--- src/include/id_cfg.svh ---
`ifndef ID_CFG_SVH
`define ID_CFG_SVH

// datapath and register file sizes
`define ID_DATA_W     32
`define ID_REG_AW     5
`define ID_NUM_REGS   32

`define ID_LINK_REG   31            // jal destination

// reset and zero values
`define ID_ZERO_WORD  32'h0000_0000

`endif
--- src/hw/id_pkg.sv ---
`include "id_cfg.svh"

package id_pkg;

    typedef logic [`ID_DATA_W-1:0] word_t;
    typedef logic [`ID_REG_AW-1:0] reg_addr_t;

    // primary opcodes, inst[31:26]
    typedef enum logic [5:0] {
        op_special = 6'h00,
        op_j       = 6'h02,
        op_jal     = 6'h03,
        op_beq     = 6'h04,
        op_bne     = 6'h05,
        op_addiu   = 6'h09,
        op_slti    = 6'h0a,
        op_andi    = 6'h0c,
        op_ori     = 6'h0d,
        op_xori    = 6'h0e,
        op_lui     = 6'h0f,
        op_lw      = 6'h23,
        op_sw      = 6'h2b
    } opcode_t;

    // special function field, inst[5:0]
    typedef enum logic [5:0] {
        fn_sll  = 6'h00,
        fn_srl  = 6'h02,
        fn_sra  = 6'h03,
        fn_sllv = 6'h04,
        fn_srlv = 6'h06,
        fn_srav = 6'h07,
        fn_jr   = 6'h08,
        fn_addu = 6'h21,
        fn_subu = 6'h23,
        fn_and  = 6'h24,
        fn_or   = 6'h25,
        fn_nor  = 6'h27,
        fn_slt  = 6'h2a
    } funct_t;

    typedef enum logic [4:0] {
        alu_nop, alu_or, alu_and, alu_nor, alu_xor, alu_add, alu_sub, alu_slt,
        alu_sll, alu_srl, alu_sra, alu_lw, alu_sw, alu_beq, alu_bne, alu_j,
        alu_jal, alu_jr
    } alu_op_t;

    typedef enum logic [2:0] {
        sel_nop, sel_logic, sel_shift, sel_arith, sel_jump_branch, sel_load_store
    } alu_sel_t;

    typedef enum logic [2:0] {
        br_none, br_beq, br_bne, br_jump, br_jreg   // br_jump covers j and jal
    } br_kind_t;

    typedef struct packed {
        logic      en;
        reg_addr_t addr;
        word_t     data;
    } reg_wr_t;

    typedef struct packed {
        alu_op_t   alu_op;
        alu_sel_t  alu_sel;
        logic      rd_en_1;
        reg_addr_t rd_addr_1;
        logic      rd_en_2;
        reg_addr_t rd_addr_2;
        logic      wr_en;
        reg_addr_t wr_addr;
        word_t     imm;
        br_kind_t  br_kind;
        word_t     target;       // static branch/jump target
        word_t     link_addr;
    } dec_ctrl_t;

    typedef struct packed {
        alu_op_t   alu_op;
        alu_sel_t  alu_sel;
        word_t     operand_1;
        word_t     operand_2;
        logic      wr_en;
        reg_addr_t wr_addr;
        word_t     link_addr;
    } id_ex_t;

    typedef struct packed {
        logic  taken;
        word_t target;
    } branch_t;

endpackage

--- src/hw/id_stage_top.sv ---
`timescale 1ns/1ps

module id_stage_top
    import id_pkg::*;
(
    input  logic    clk,
    input  logic    rst_i,
    input  logic    inst_valid_i,
    input  word_t   pc_i,
    input  word_t   inst_i,
    input  reg_wr_t ex_fwd_i,
    input  alu_op_t ex_alu_op_i,
    input  reg_wr_t mem_fwd_i,
    input  reg_wr_t wb_i,
    output logic    stall_o,
    output branch_t branch_o,
    output logic    ex_valid_o,
    output id_ex_t  ex_o
);

    dec_ctrl_t ctrl;
    word_t     rdata_1;
    word_t     rdata_2;

    inst_decoder i_inst_decoder (
        .pc_i   (pc_i),
        .inst_i (inst_i),
        .ctrl_o (ctrl)
    );

    reg_file i_reg_file (
        .clk       (clk),
        .rst_i     (rst_i),
        .raddr_1_i (ctrl.rd_addr_1),
        .raddr_2_i (ctrl.rd_addr_2),
        .rdata_1_o (rdata_1),
        .rdata_2_o (rdata_2),
        .wb_i      (wb_i)
    );

    operand_resolve i_operand_resolve (
        .clk          (clk),
        .rst_i        (rst_i),
        .inst_valid_i (inst_valid_i),
        .ctrl_i       (ctrl),
        .rdata_1_i    (rdata_1),
        .rdata_2_i    (rdata_2),
        .ex_fwd_i     (ex_fwd_i),
        .mem_fwd_i    (mem_fwd_i),
        .ex_alu_op_i  (ex_alu_op_i),
        .stall_o      (stall_o),
        .branch_o     (branch_o),
        .ex_valid_o   (ex_valid_o),
        .ex_o         (ex_o)
    );

endmodule

--- src/hw/operand_resolve.sv ---
`timescale 1ns/1ps

module operand_resolve
    import id_pkg::*;
(
    input  logic      clk,
    input  logic      rst_i,
    input  logic      inst_valid_i,
    input  dec_ctrl_t ctrl_i,
    input  word_t     rdata_1_i,
    input  word_t     rdata_2_i,
    input  reg_wr_t   ex_fwd_i,
    input  reg_wr_t   mem_fwd_i,
    input  alu_op_t   ex_alu_op_i,
    output logic      stall_o,
    output branch_t   branch_o,
    output logic      ex_valid_o,
    output id_ex_t    ex_o
);

    word_t  operand_1;
    word_t  operand_2;
    logic   load_use_1;
    logic   load_use_2;
    logic   cond;
    id_ex_t id_ex_next;

    // ex beats mem beats register file
    function automatic word_t pick(
        input logic      en,
        input reg_addr_t addr,
        input word_t     rdata,
        input word_t     imm,
        input reg_wr_t   ex,
        input reg_wr_t   mem
    );
        if (!en) begin
            return imm;
        end else if (ex.en && ex.addr == addr) begin
            return ex.data;
        end else if (mem.en && mem.addr == addr) begin
            return mem.data;
        end
        return rdata;
    endfunction

    assign operand_1 = pick(ctrl_i.rd_en_1, ctrl_i.rd_addr_1, rdata_1_i, ctrl_i.imm,
                            ex_fwd_i, mem_fwd_i);
    assign operand_2 = pick(ctrl_i.rd_en_2, ctrl_i.rd_addr_2, rdata_2_i, ctrl_i.imm,
                            ex_fwd_i, mem_fwd_i);

    // load in ex, data not ready until mem
    assign load_use_1 = ctrl_i.rd_en_1 && ex_alu_op_i == alu_lw &&
                        ex_fwd_i.addr == ctrl_i.rd_addr_1;
    assign load_use_2 = ctrl_i.rd_en_2 && ex_alu_op_i == alu_lw &&
                        ex_fwd_i.addr == ctrl_i.rd_addr_2;

    assign stall_o = !rst_i && inst_valid_i && (load_use_1 || load_use_2);

    always_comb begin
        case (ctrl_i.br_kind)
            br_beq:           cond = (operand_1 == operand_2);
            br_bne:           cond = (operand_1 != operand_2);
            br_jump, br_jreg: cond = 1'b1;
            default:          cond = 1'b0;
        endcase
    end

    assign branch_o.taken  = !rst_i && inst_valid_i && !stall_o && cond;
    assign branch_o.target = (ctrl_i.br_kind == br_jreg) ? operand_1 : ctrl_i.target;

    always_comb begin
        id_ex_next = '0;    // bubble
        if (inst_valid_i && !stall_o) begin
            id_ex_next.alu_op    = ctrl_i.alu_op;
            id_ex_next.alu_sel   = ctrl_i.alu_sel;
            id_ex_next.operand_1 = operand_1;
            id_ex_next.operand_2 = operand_2;
            id_ex_next.wr_en     = ctrl_i.wr_en;
            id_ex_next.wr_addr   = ctrl_i.wr_addr;
            id_ex_next.link_addr = ctrl_i.link_addr;
        end
    end

    always_ff @(posedge clk) begin
        if (rst_i) begin
            ex_valid_o <= 1'b0;
            ex_o       <= '0;
        end else begin
            ex_valid_o <= inst_valid_i && !stall_o;
            ex_o       <= id_ex_next;
        end
    end

endmodule

--- src/hw/reg_file.sv ---
`timescale 1ns/1ps
`include "id_cfg.svh"

module reg_file
    import id_pkg::*;
(
    input  logic      clk,
    input  logic      rst_i,
    input  reg_addr_t raddr_1_i,
    input  reg_addr_t raddr_2_i,
    output word_t     rdata_1_o,
    output word_t     rdata_2_o,
    input  reg_wr_t   wb_i
);

    word_t regs [`ID_NUM_REGS];

    always_ff @(posedge clk) begin
        if (rst_i) begin
            regs <= '{default: `ID_ZERO_WORD};
        end else if (wb_i.en && wb_i.addr != '0) begin
            regs[wb_i.addr] <= wb_i.data;
        end
    end

    // r0 hardwired, same-cycle write passes straight through
    function automatic word_t read_port(input reg_addr_t addr);
        if (addr == '0) begin
            return `ID_ZERO_WORD;
        end else if (wb_i.en && wb_i.addr == addr) begin
            return wb_i.data;
        end
        return regs[addr];
    endfunction

    always_comb begin
        rdata_1_o = read_port(raddr_1_i);
        rdata_2_o = read_port(raddr_2_i);
    end

endmodule

--- src/hw/inst_decoder.sv ---
`timescale 1ns/1ps
`include "id_cfg.svh"

module inst_decoder
    import id_pkg::*;
(
    input  word_t     pc_i,
    input  word_t     inst_i,
    output dec_ctrl_t ctrl_o
);

    // instruction fields
    logic [5:0]  opcode;
    logic [5:0]  funct;
    logic [4:0]  shamt;
    reg_addr_t   rs;
    reg_addr_t   rt;
    reg_addr_t   rd;
    logic [15:0] imm16;

    word_t pc_plus_4;
    word_t pc_plus_8;
    word_t br_target;
    word_t jump_target;
    word_t i_imm;
    logic  shift_imm;

    assign opcode = inst_i[31:26];
    assign rs     = inst_i[25:21];
    assign rt     = inst_i[20:16];
    assign rd     = inst_i[15:11];
    assign shamt  = inst_i[10:6];
    assign funct  = inst_i[5:0];
    assign imm16  = inst_i[15:0];

    assign pc_plus_4   = pc_i + 32'd4;
    assign pc_plus_8   = pc_i + 32'd8;
    assign br_target   = pc_plus_4 + {{14{imm16[15]}}, imm16, 2'b00};
    assign jump_target = {pc_plus_4[31:28], inst_i[25:0], 2'b00};   // 256 MB region

    assign shift_imm = (opcode == op_special) &&
                       (funct == fn_sll || funct == fn_srl || funct == fn_sra);

    // logic ops zero extend, lui takes the upper half
    always_comb begin
        case (opcode)
            op_ori, op_andi, op_xori: i_imm = {16'h0000, imm16};
            op_lui:                   i_imm = {imm16, 16'h0000};
            default:                  i_imm = {{16{imm16[15]}}, imm16};
        endcase
    end

    function automatic alu_op_t decode_op(input logic [5:0] opc, input logic [5:0] fn);
        alu_op_t op;
        op = alu_nop;
        case (opc)
            op_special: begin
                case (fn)
                    fn_or:           op = alu_or;
                    fn_and:          op = alu_and;
                    fn_nor:          op = alu_nor;
                    fn_addu:         op = alu_add;
                    fn_subu:         op = alu_sub;
                    fn_slt:          op = alu_slt;
                    fn_sll, fn_sllv: op = alu_sll;
                    fn_srl, fn_srlv: op = alu_srl;
                    fn_sra, fn_srav: op = alu_sra;
                    fn_jr:           op = alu_jr;
                    default:         op = alu_nop;
                endcase
            end
            op_ori, op_lui: op = alu_or;
            op_andi:        op = alu_and;
            op_xori:        op = alu_xor;
            op_addiu:       op = alu_add;
            op_slti:        op = alu_slt;
            op_lw:          op = alu_lw;
            op_sw:          op = alu_sw;
            op_beq:         op = alu_beq;
            op_bne:         op = alu_bne;
            op_j:           op = alu_j;
            op_jal:         op = alu_jal;
            default:        op = alu_nop;
        endcase
        return op;
    endfunction

    function automatic alu_sel_t sel_of(input alu_op_t op);
        case (op)
            alu_or, alu_and, alu_nor, alu_xor:   return sel_logic;
            alu_sll, alu_srl, alu_sra:           return sel_shift;
            alu_add, alu_sub, alu_slt:           return sel_arith;
            alu_lw, alu_sw:                      return sel_load_store;
            alu_beq, alu_bne, alu_j, alu_jal,
            alu_jr:                              return sel_jump_branch;
            default:                             return sel_nop;
        endcase
    endfunction

    always_comb begin
        ctrl_o           = '0;
        ctrl_o.alu_op    = decode_op(opcode, funct);
        ctrl_o.alu_sel   = sel_of(ctrl_o.alu_op);
        ctrl_o.rd_addr_1 = rs;
        ctrl_o.rd_addr_2 = rt;
        ctrl_o.wr_addr   = rd;
        ctrl_o.br_kind   = br_none;
        ctrl_o.target    = br_target;
        ctrl_o.link_addr = `ID_ZERO_WORD;

        case (opcode)
            op_special: begin
                if (ctrl_o.alu_op != alu_nop) begin
                    ctrl_o.rd_en_1 = !shift_imm;    // shamt goes to operand_1
                    ctrl_o.rd_en_2 = (ctrl_o.alu_op != alu_jr);
                    ctrl_o.wr_en   = (ctrl_o.alu_op != alu_jr);
                    if (shift_imm) begin
                        ctrl_o.imm = word_t'(shamt);
                    end
                    if (ctrl_o.alu_op == alu_jr) begin
                        ctrl_o.br_kind = br_jreg;
                    end
                end
            end
            op_ori, op_andi, op_xori, op_lui, op_addiu, op_slti, op_lw: begin
                ctrl_o.rd_en_1 = 1'b1;
                ctrl_o.wr_en   = 1'b1;
                ctrl_o.wr_addr = rt;
                ctrl_o.imm     = i_imm;
            end
            op_sw: begin
                ctrl_o.rd_en_1 = 1'b1;
                ctrl_o.rd_en_2 = 1'b1;
                ctrl_o.imm     = i_imm;
            end
            op_beq, op_bne: begin
                ctrl_o.rd_en_1 = 1'b1;
                ctrl_o.rd_en_2 = 1'b1;
                ctrl_o.br_kind = (opcode == op_beq) ? br_beq : br_bne;
            end
            op_j: begin
                ctrl_o.br_kind = br_jump;
                ctrl_o.target  = jump_target;
            end
            op_jal: begin
                ctrl_o.br_kind   = br_jump;
                ctrl_o.target    = jump_target;
                ctrl_o.wr_en     = 1'b1;
                ctrl_o.wr_addr   = reg_addr_t'(`ID_LINK_REG);
                ctrl_o.link_addr = pc_plus_8;
            end
            default: ;      // unknown opcode, valid no-op
        endcase
    end

endmodule

--- config.mk ---
export PLATFORM = sky130hd
export DESIGN_NAME = id_stage_top
export DESIGN_NICKNAME = d
export VERILOG_FILES = /design/src/hw/id_pkg.sv /design/src/hw/id_stage_top.sv /design/src/hw/operand_resolve.sv /design/src/hw/reg_file.sv /design/src/hw/inst_decoder.sv
export VERILOG_INCLUDE_DIRS = /design/src /design/src/include
export SDC_FILE = /design/constraint.sdc
export NUM_CORES = 2
export LEC_CHECK = 0
export BUFFER_PORTS_ARGS = -buffer_cell sky130_fd_sc_hd__buf_2
export CAP_MARGIN = 5
export CORE_MARGIN = 3
export CORE_UTILIZATION = 60
export DETAILED_ROUTE_END_ITERATION = 10
export PLACE_DENSITY = 0.78
export SYNTH_ARGS = -nofsm -noshare
export SYNTH_HDL_FRONTEND = slang
export SYNTH_SLANG_ARGS = --single-unit
--- constraint.sdc ---
create_clock -name clk -period 7.42 [get_ports clk]
set_input_delay 1.484 -clock clk [delete_from_list [all_inputs] [get_ports clk]]
set_output_delay 1.484 -clock clk [all_outputs]
set_load 0.03 [all_outputs]
== After elaboration in Yosys (flattened, before gate mapping) ==
Memories as Yosys holds them, arrays and structs flattened. A register that Yosys moved wholly into a read port is not among the register bits.
Index checks and enable logic that the tools add are counted.

* Add/subtract/negate cells: 3
* Multipliers: 0
* Div/mod/pow operators: 0
* Order comparisons: 4
* Equality and inequality tests: 29
* Shifts and indexed selects: 0
* Muxes and demuxes: 50
* Bitwise logic cells: 5
* Reductions and logical operators: 42

{| class="wikitable"
|+ Operators with widths
! cell !! number
|-
| $bwmux 1024 || 1
|-
| $mux 32 || 21
|-
| $bmux 32 s5 || 2
|-
| $demux 32 s5 || 1
|-
| $pmux 32 s2 || 2
|-
| $pmux 5 s12 || 1
|-
| $eq 6x4->1 const B || 6
|-
| $mux 35 || 1
|-
| $add 32x3->32 const B || 1
|-
| $add 32x32->32 || 1
|-
| $add 32x4->32 const B || 1
|-
| $eq 32x32->1 || 1
|-
| $ne 32x32->1 || 1
|-
| $eq 5x5->1 || 6
|-
| $eq 6x2->1 const B || 4
|-
| $ge 6x6->1 const B || 3
|-
| $logic_and 1x1->1 || 18
|-
| $not 5->6 || 3
|-
| $reduce_or 8->1 || 2
|-
| $eq 6x3->1 const B || 2
|-
| $eq 6x6->1 const B || 2
|-
| $logic_not 6->1 || 2
|-
| $mux 1 || 12
|-
| $logic_not 5->1 || 2
|-
| other kinds (22) || 37
|}

* Flip-flop bits (word level): 1,132
* Latch bits: 0
* RAM bits: 0
* Bits in read-only memories: 416
* Input bits: 186
* Memories kept: 2

{| class="wikitable"
|+ Memory list
! name !! depth !! width !! rd ports !! clocked after memory_dff !! write ports !! line !! source
|-
| (name not given) || 64 || 5 || 1 || 0 || 0 || inst_decoder.sv:58 || <nowiki>case (fn)</nowiki>
|-
| (name not given) || 32 || 3 || 1 || 1 || 0 || inst_decoder.sv:89 || <nowiki>case (op)</nowiki>
|}

== Longest topological paths before layout ==
* Depth in word-level cells: 15
* Depth in mapped cells: 23
* Mapped depth without buffers: 21

== Modules after synthesis ==
Synthesis repeated with hierarchy kept, for this count alone.

* Cells, all modules: 7,473
* Area, all modules: 63,284.4 um^2

{| class="wikitable"
|+ Modules (own cells, without submodules)
! module !! times used !! cells an instance !! area each (um^2) !! seq. area each (um^2)
|-
| reg_file || 1 || 6,124 || 53,336.2 || 20,499.7
|-
| operand_resolve || 1 || 694 || 5,825.6 || 2,222.1
|-
| inst_decoder || 1 || 655 || 4,122.7 || 0.0
|}

== Worst setup path before layout ==
OpenSTA, ideal clock, no wires.

* Kind: input to output
* Start point: input port pc_i[3]
* End point: output port branch_o[31] (netlist name)
* Arrival: 5.801 ns
* Data required time: 5.936 ns
* Path slack: 0.135 ns
* Cell stages on the path: 23
* Path buffers: 2
* Cell sequence: ha_1 and3_1 and3_1 clkbuf_1 and3_1 clkbuf_1 and3_1 and3_1 nand2_1 xnor2_1 ha_1 nand3_1 nor2_1 nand4_1 o32a_1 o31a_1 a311oi_1 a211o_1 a21oi_1 xnor2_1 nand2_1 xnor2_1 o21ai_0

{| class="wikitable"
|+ RTL lines
! element !! line !! source
|-
| start, declared || id_stage_top.sv:9 || <nowiki>input word_t pc_i,</nowiki>
|-
| end, declared || id_stage_top.sv:16 || <nowiki>output branch_t branch_o,</nowiki>
|}

==> implementation parameters <==
Parameter                              Value

Final layout
  Proportion of layout cells with a drive suffix above 1    22.7%
  Most common library cell in the layout ignoring fill and taps    nand2_1
  Signed area change from the synthesized netlist to the final layout    13.0%
  Number of nets in the layout    7171
  Non-filler cells in the finished layout    8415
  Core utilization of the finished layout    68.9%
  Top library cells by usage in the layout, fill and taps aside    2118 x nand2_1, 1135 x dfxtp_1, 1130 x a21oi_1, 635 x mux4_2, 321 x buf_2

Place
  Buffers added on ports    330
  Routability congestion estimate    1.08
  Number of placed instances, taps included    8183
  Post-detail-place hpwl    166000 um

Timing
  Tightest Pin Transition    1.39 ns
  Final worst path period share    100%
  Crit path time final    7.45 ns
  Final critical-path setup slack    -0.0344 ns
  Count of endpoints failing setup in the final report    1
  Max-slew violations    0
  Relative slew margins    6.78%
  Final Hold Violating Endpoints    0
  Max Fclk    0.134 GHz
  Final-layout worst hold slack    0.463 ns
  Largest clock skew in the final design    0.0802 ns

Synth
  Register bit count reported by yosys    1135
  Async set-reset flop share out of synthesis    0%
  Syn avg cell area    8.91 um^2
  Yosys Warn Count    0
  EDFF count, synth    0
  Mapped Cells    6900
  Commonest register cell after synthesis    dfxtp_1
  Post-Syn Nets    7123
  Area of the mapped netlist    61500 um^2
  Sequential share of the synthesized area    37.0%
  Count of different cell masters after synthesis    85

Clock tree
  H-tree depth    3
  Clock latency at the later pin of the worst-skew pair    0.78 ns
  Hold-fix buffers at CTS    0
  CTS tree    built
  CTS sink cnt    1135
  Number of buffers created by CTS    116
  Deepest clock path buffer count    3
  Clock Root Buffer    clkbuf_16
  Clock-pin transition on the worst setup and hold timing paths    0.05 ns

Global route
  Leftover overflow at the end of global routing    0
  Antenna violations before repair    17
  All-Layer GR Usage    47.1%
  Maximum number of pins on one net before global-route repair    198
  First-pass GRT wire length    372000 um
  Via count of the first global-routing pass    56100

Pwr
  Leak pwr    0.0239 uW
  Part of the total power dissipated in the clock network    46.2%
  Max IR drop VDD    0.000218 V
  Internal Pwr Total    10800 uW
  Combinational group share of total power    11.6%
  Areal power density over the cells    210 nW/um^2
  P_sw    3840 uW
  Sequential fraction of design power    42.2%
  Net Sw Frac    26.3%

Route
  Antenna Nets Post-Route    0
  TritonRoute pass-1 iters    11
  Routed vias    59100
  Avg WL per Cell    30.8 um
  Routed WL    259000 um
  Post-DR vias/cell    7.03
  Initial drt markers    9546
  Post-detailed-route DRC marker count    1

Setup path
  Kind of capture point of the worst setup path    primary output
  Data required time of the worst path    5.94 ns
  Number of cells on the worst reg-to-reg path    7
  Arrival time at the worst endpoint    5.97 ns
  Crit path launch type    input port
  Max FO, Critical Path    32
  Setup slack, reg-to-reg    4.46 ns
  Type of the worst setup path    input port to primary output

Die
  Die area    106000 um^2
  Die Y    326 um
  Starting density of the core    60.9%
  Area of the placeable core    101000 um^2
  Horizontal extent of the die    326 um
  Cell Rows    116
  I/O pin count    331

Min path
  Hold-critical path depth    2
  Worst min-delay path category    register to register

Outcome
  Run status    finished, violations left
  Violations in the final reports    DRC, setup timing

Run
  Total of max-cap violations    0
-- registers in the layout (all words and copies together), names as in the netlist --
signal,cells
i_operand_resolve.ex_o,110
i_operand_resolve.ex_valid_o,1
i_reg_file.regs,1024
-- worst max-delay path: stages --
cell and delay [ns]:
buf_8 0.27, buf_12 0.28, buf_12 0.21, buf_16 0.26, mux4_2 0.54, mux4_2 0.50
nand2_1 0.09, nand3_1 0.19, o211ai_1 0.33, nand2_1 0.14, o211ai_1 0.26, xor2_1 0.14
nor4_1 0.44, nand4_1 0.20, mux2i_1 0.18, nand3_1 0.15, buf_2 0.22
-- per-layer routing --
metal | vias to the layer above | GRT usage [%] | part of all wire [%] | wire length [um]
li1 | 24400 | - | - | -
met1 | 27900 | 57.8 | 32 | 83200
met2 | 5260 | 67.5 | 42 | 108000
met3 | 1496 | 16.4 | 16 | 42100
met4 | 10 | 37.2 | 10 | 25800
met5 | - | 0 | 0.024 | 63
-- worst paths after layout --
path	from	end
setup / recovery	inst_i[21]	branch_o[32]
hold / removal	i_reg_file.regs[54]	i_reg_file.regs[54]
setup reg to reg	i_reg_file.regs[267]	i_operand_resolve.ex_o[81]
hold reg to reg	i_reg_file.regs[54]	i_reg_file.regs[54]
-- power by group through the flow --
stage                     clock network, uW  logic [uW]  registers [uW]
after floorplan                           0        1010            6300
after global placement                    0        1600            6300
after detailed placement                  0        1610            6300
after CTS                              6730        1610            6170
after global routing                   6970        1740            6170
final                                  6750        1690            6170
-- through the flow --
| step | TNS (ns) | setup slack (ns) | power [uW] | instance area, um^2 |
|---|---|---|---|---|
| floorplan | 0 | 0.135 | 7310 | 61500 |
| global placement | -0.217 | -0.213 | 7900 | 64800 |
| detailed placement | -0.0103 | -0.0103 | 7910 | 64800 |
| CTS | 0 | 0.0451 | 14500 | 69300 |
| global route | -0.00000666 | -0.00000666 | 14900 | 69400 |
| finish | -0.0344 | -0.0344 | 14600 | 69500 |
-- cells by family (layout without fill, tap and decap cells) --
logic type | after synthesis | after routing | share of synthesized area, %
compound gates | 1411 | 1411 | 12.7
buf+inv | 730 | 876 | 5.07
mux | 676 | 676 | 23.9
other cells | 0 | 12 | 0
flops | 1135 | 1135 | 37.0
simple gates | 2785 | 2785 | 18.7
fa+ha+maj | 37 | 37 | 0.765
xor+xnor | 126 | 126 | 1.80
-- cells in the mapped netlist (all sizes together), types with 27 or more instances --
cell,instances,area (um^2)
clkbuf,556,2100
nand2,2150,8070
nor3,52,272
xnor2,81,709
mux4,635,14300
nand3,80,400
dfxtp,1135,22700
o21ai,44,220
a21oi,1133,5670
nor2,206,773
a211oi,27,203
nand4,30,188
ha,36,450
xor2,45,394
and3,44,275
or4,29,221
nor2b,52,325
mux2i,37,370
buf,148,917
and2,42,263
-- repair_timing --
action | in CTS | in global routing
gates cloned | 0 | 1
setup endpoints to repair | 2 | 8
gates resized for setup | 3 | 30
setup buffers | 0 | 4
pin swaps | 0 | 3
-- layout make-up --
class | count | area, um^2
flip-flops and latches | 1135 | 22700
multi-input cells | 5035 | 36100
well taps | 1357 | 1700
inverters | 26 | 100
clock buffers | 162 | 3380
fillers | 7614 | 31400
diodes | 12 | 30.0
repair buffers | 634 | 4410
clock inverters | 54 | 1050
Note: power is estimated with default switching activity, not from simulation.
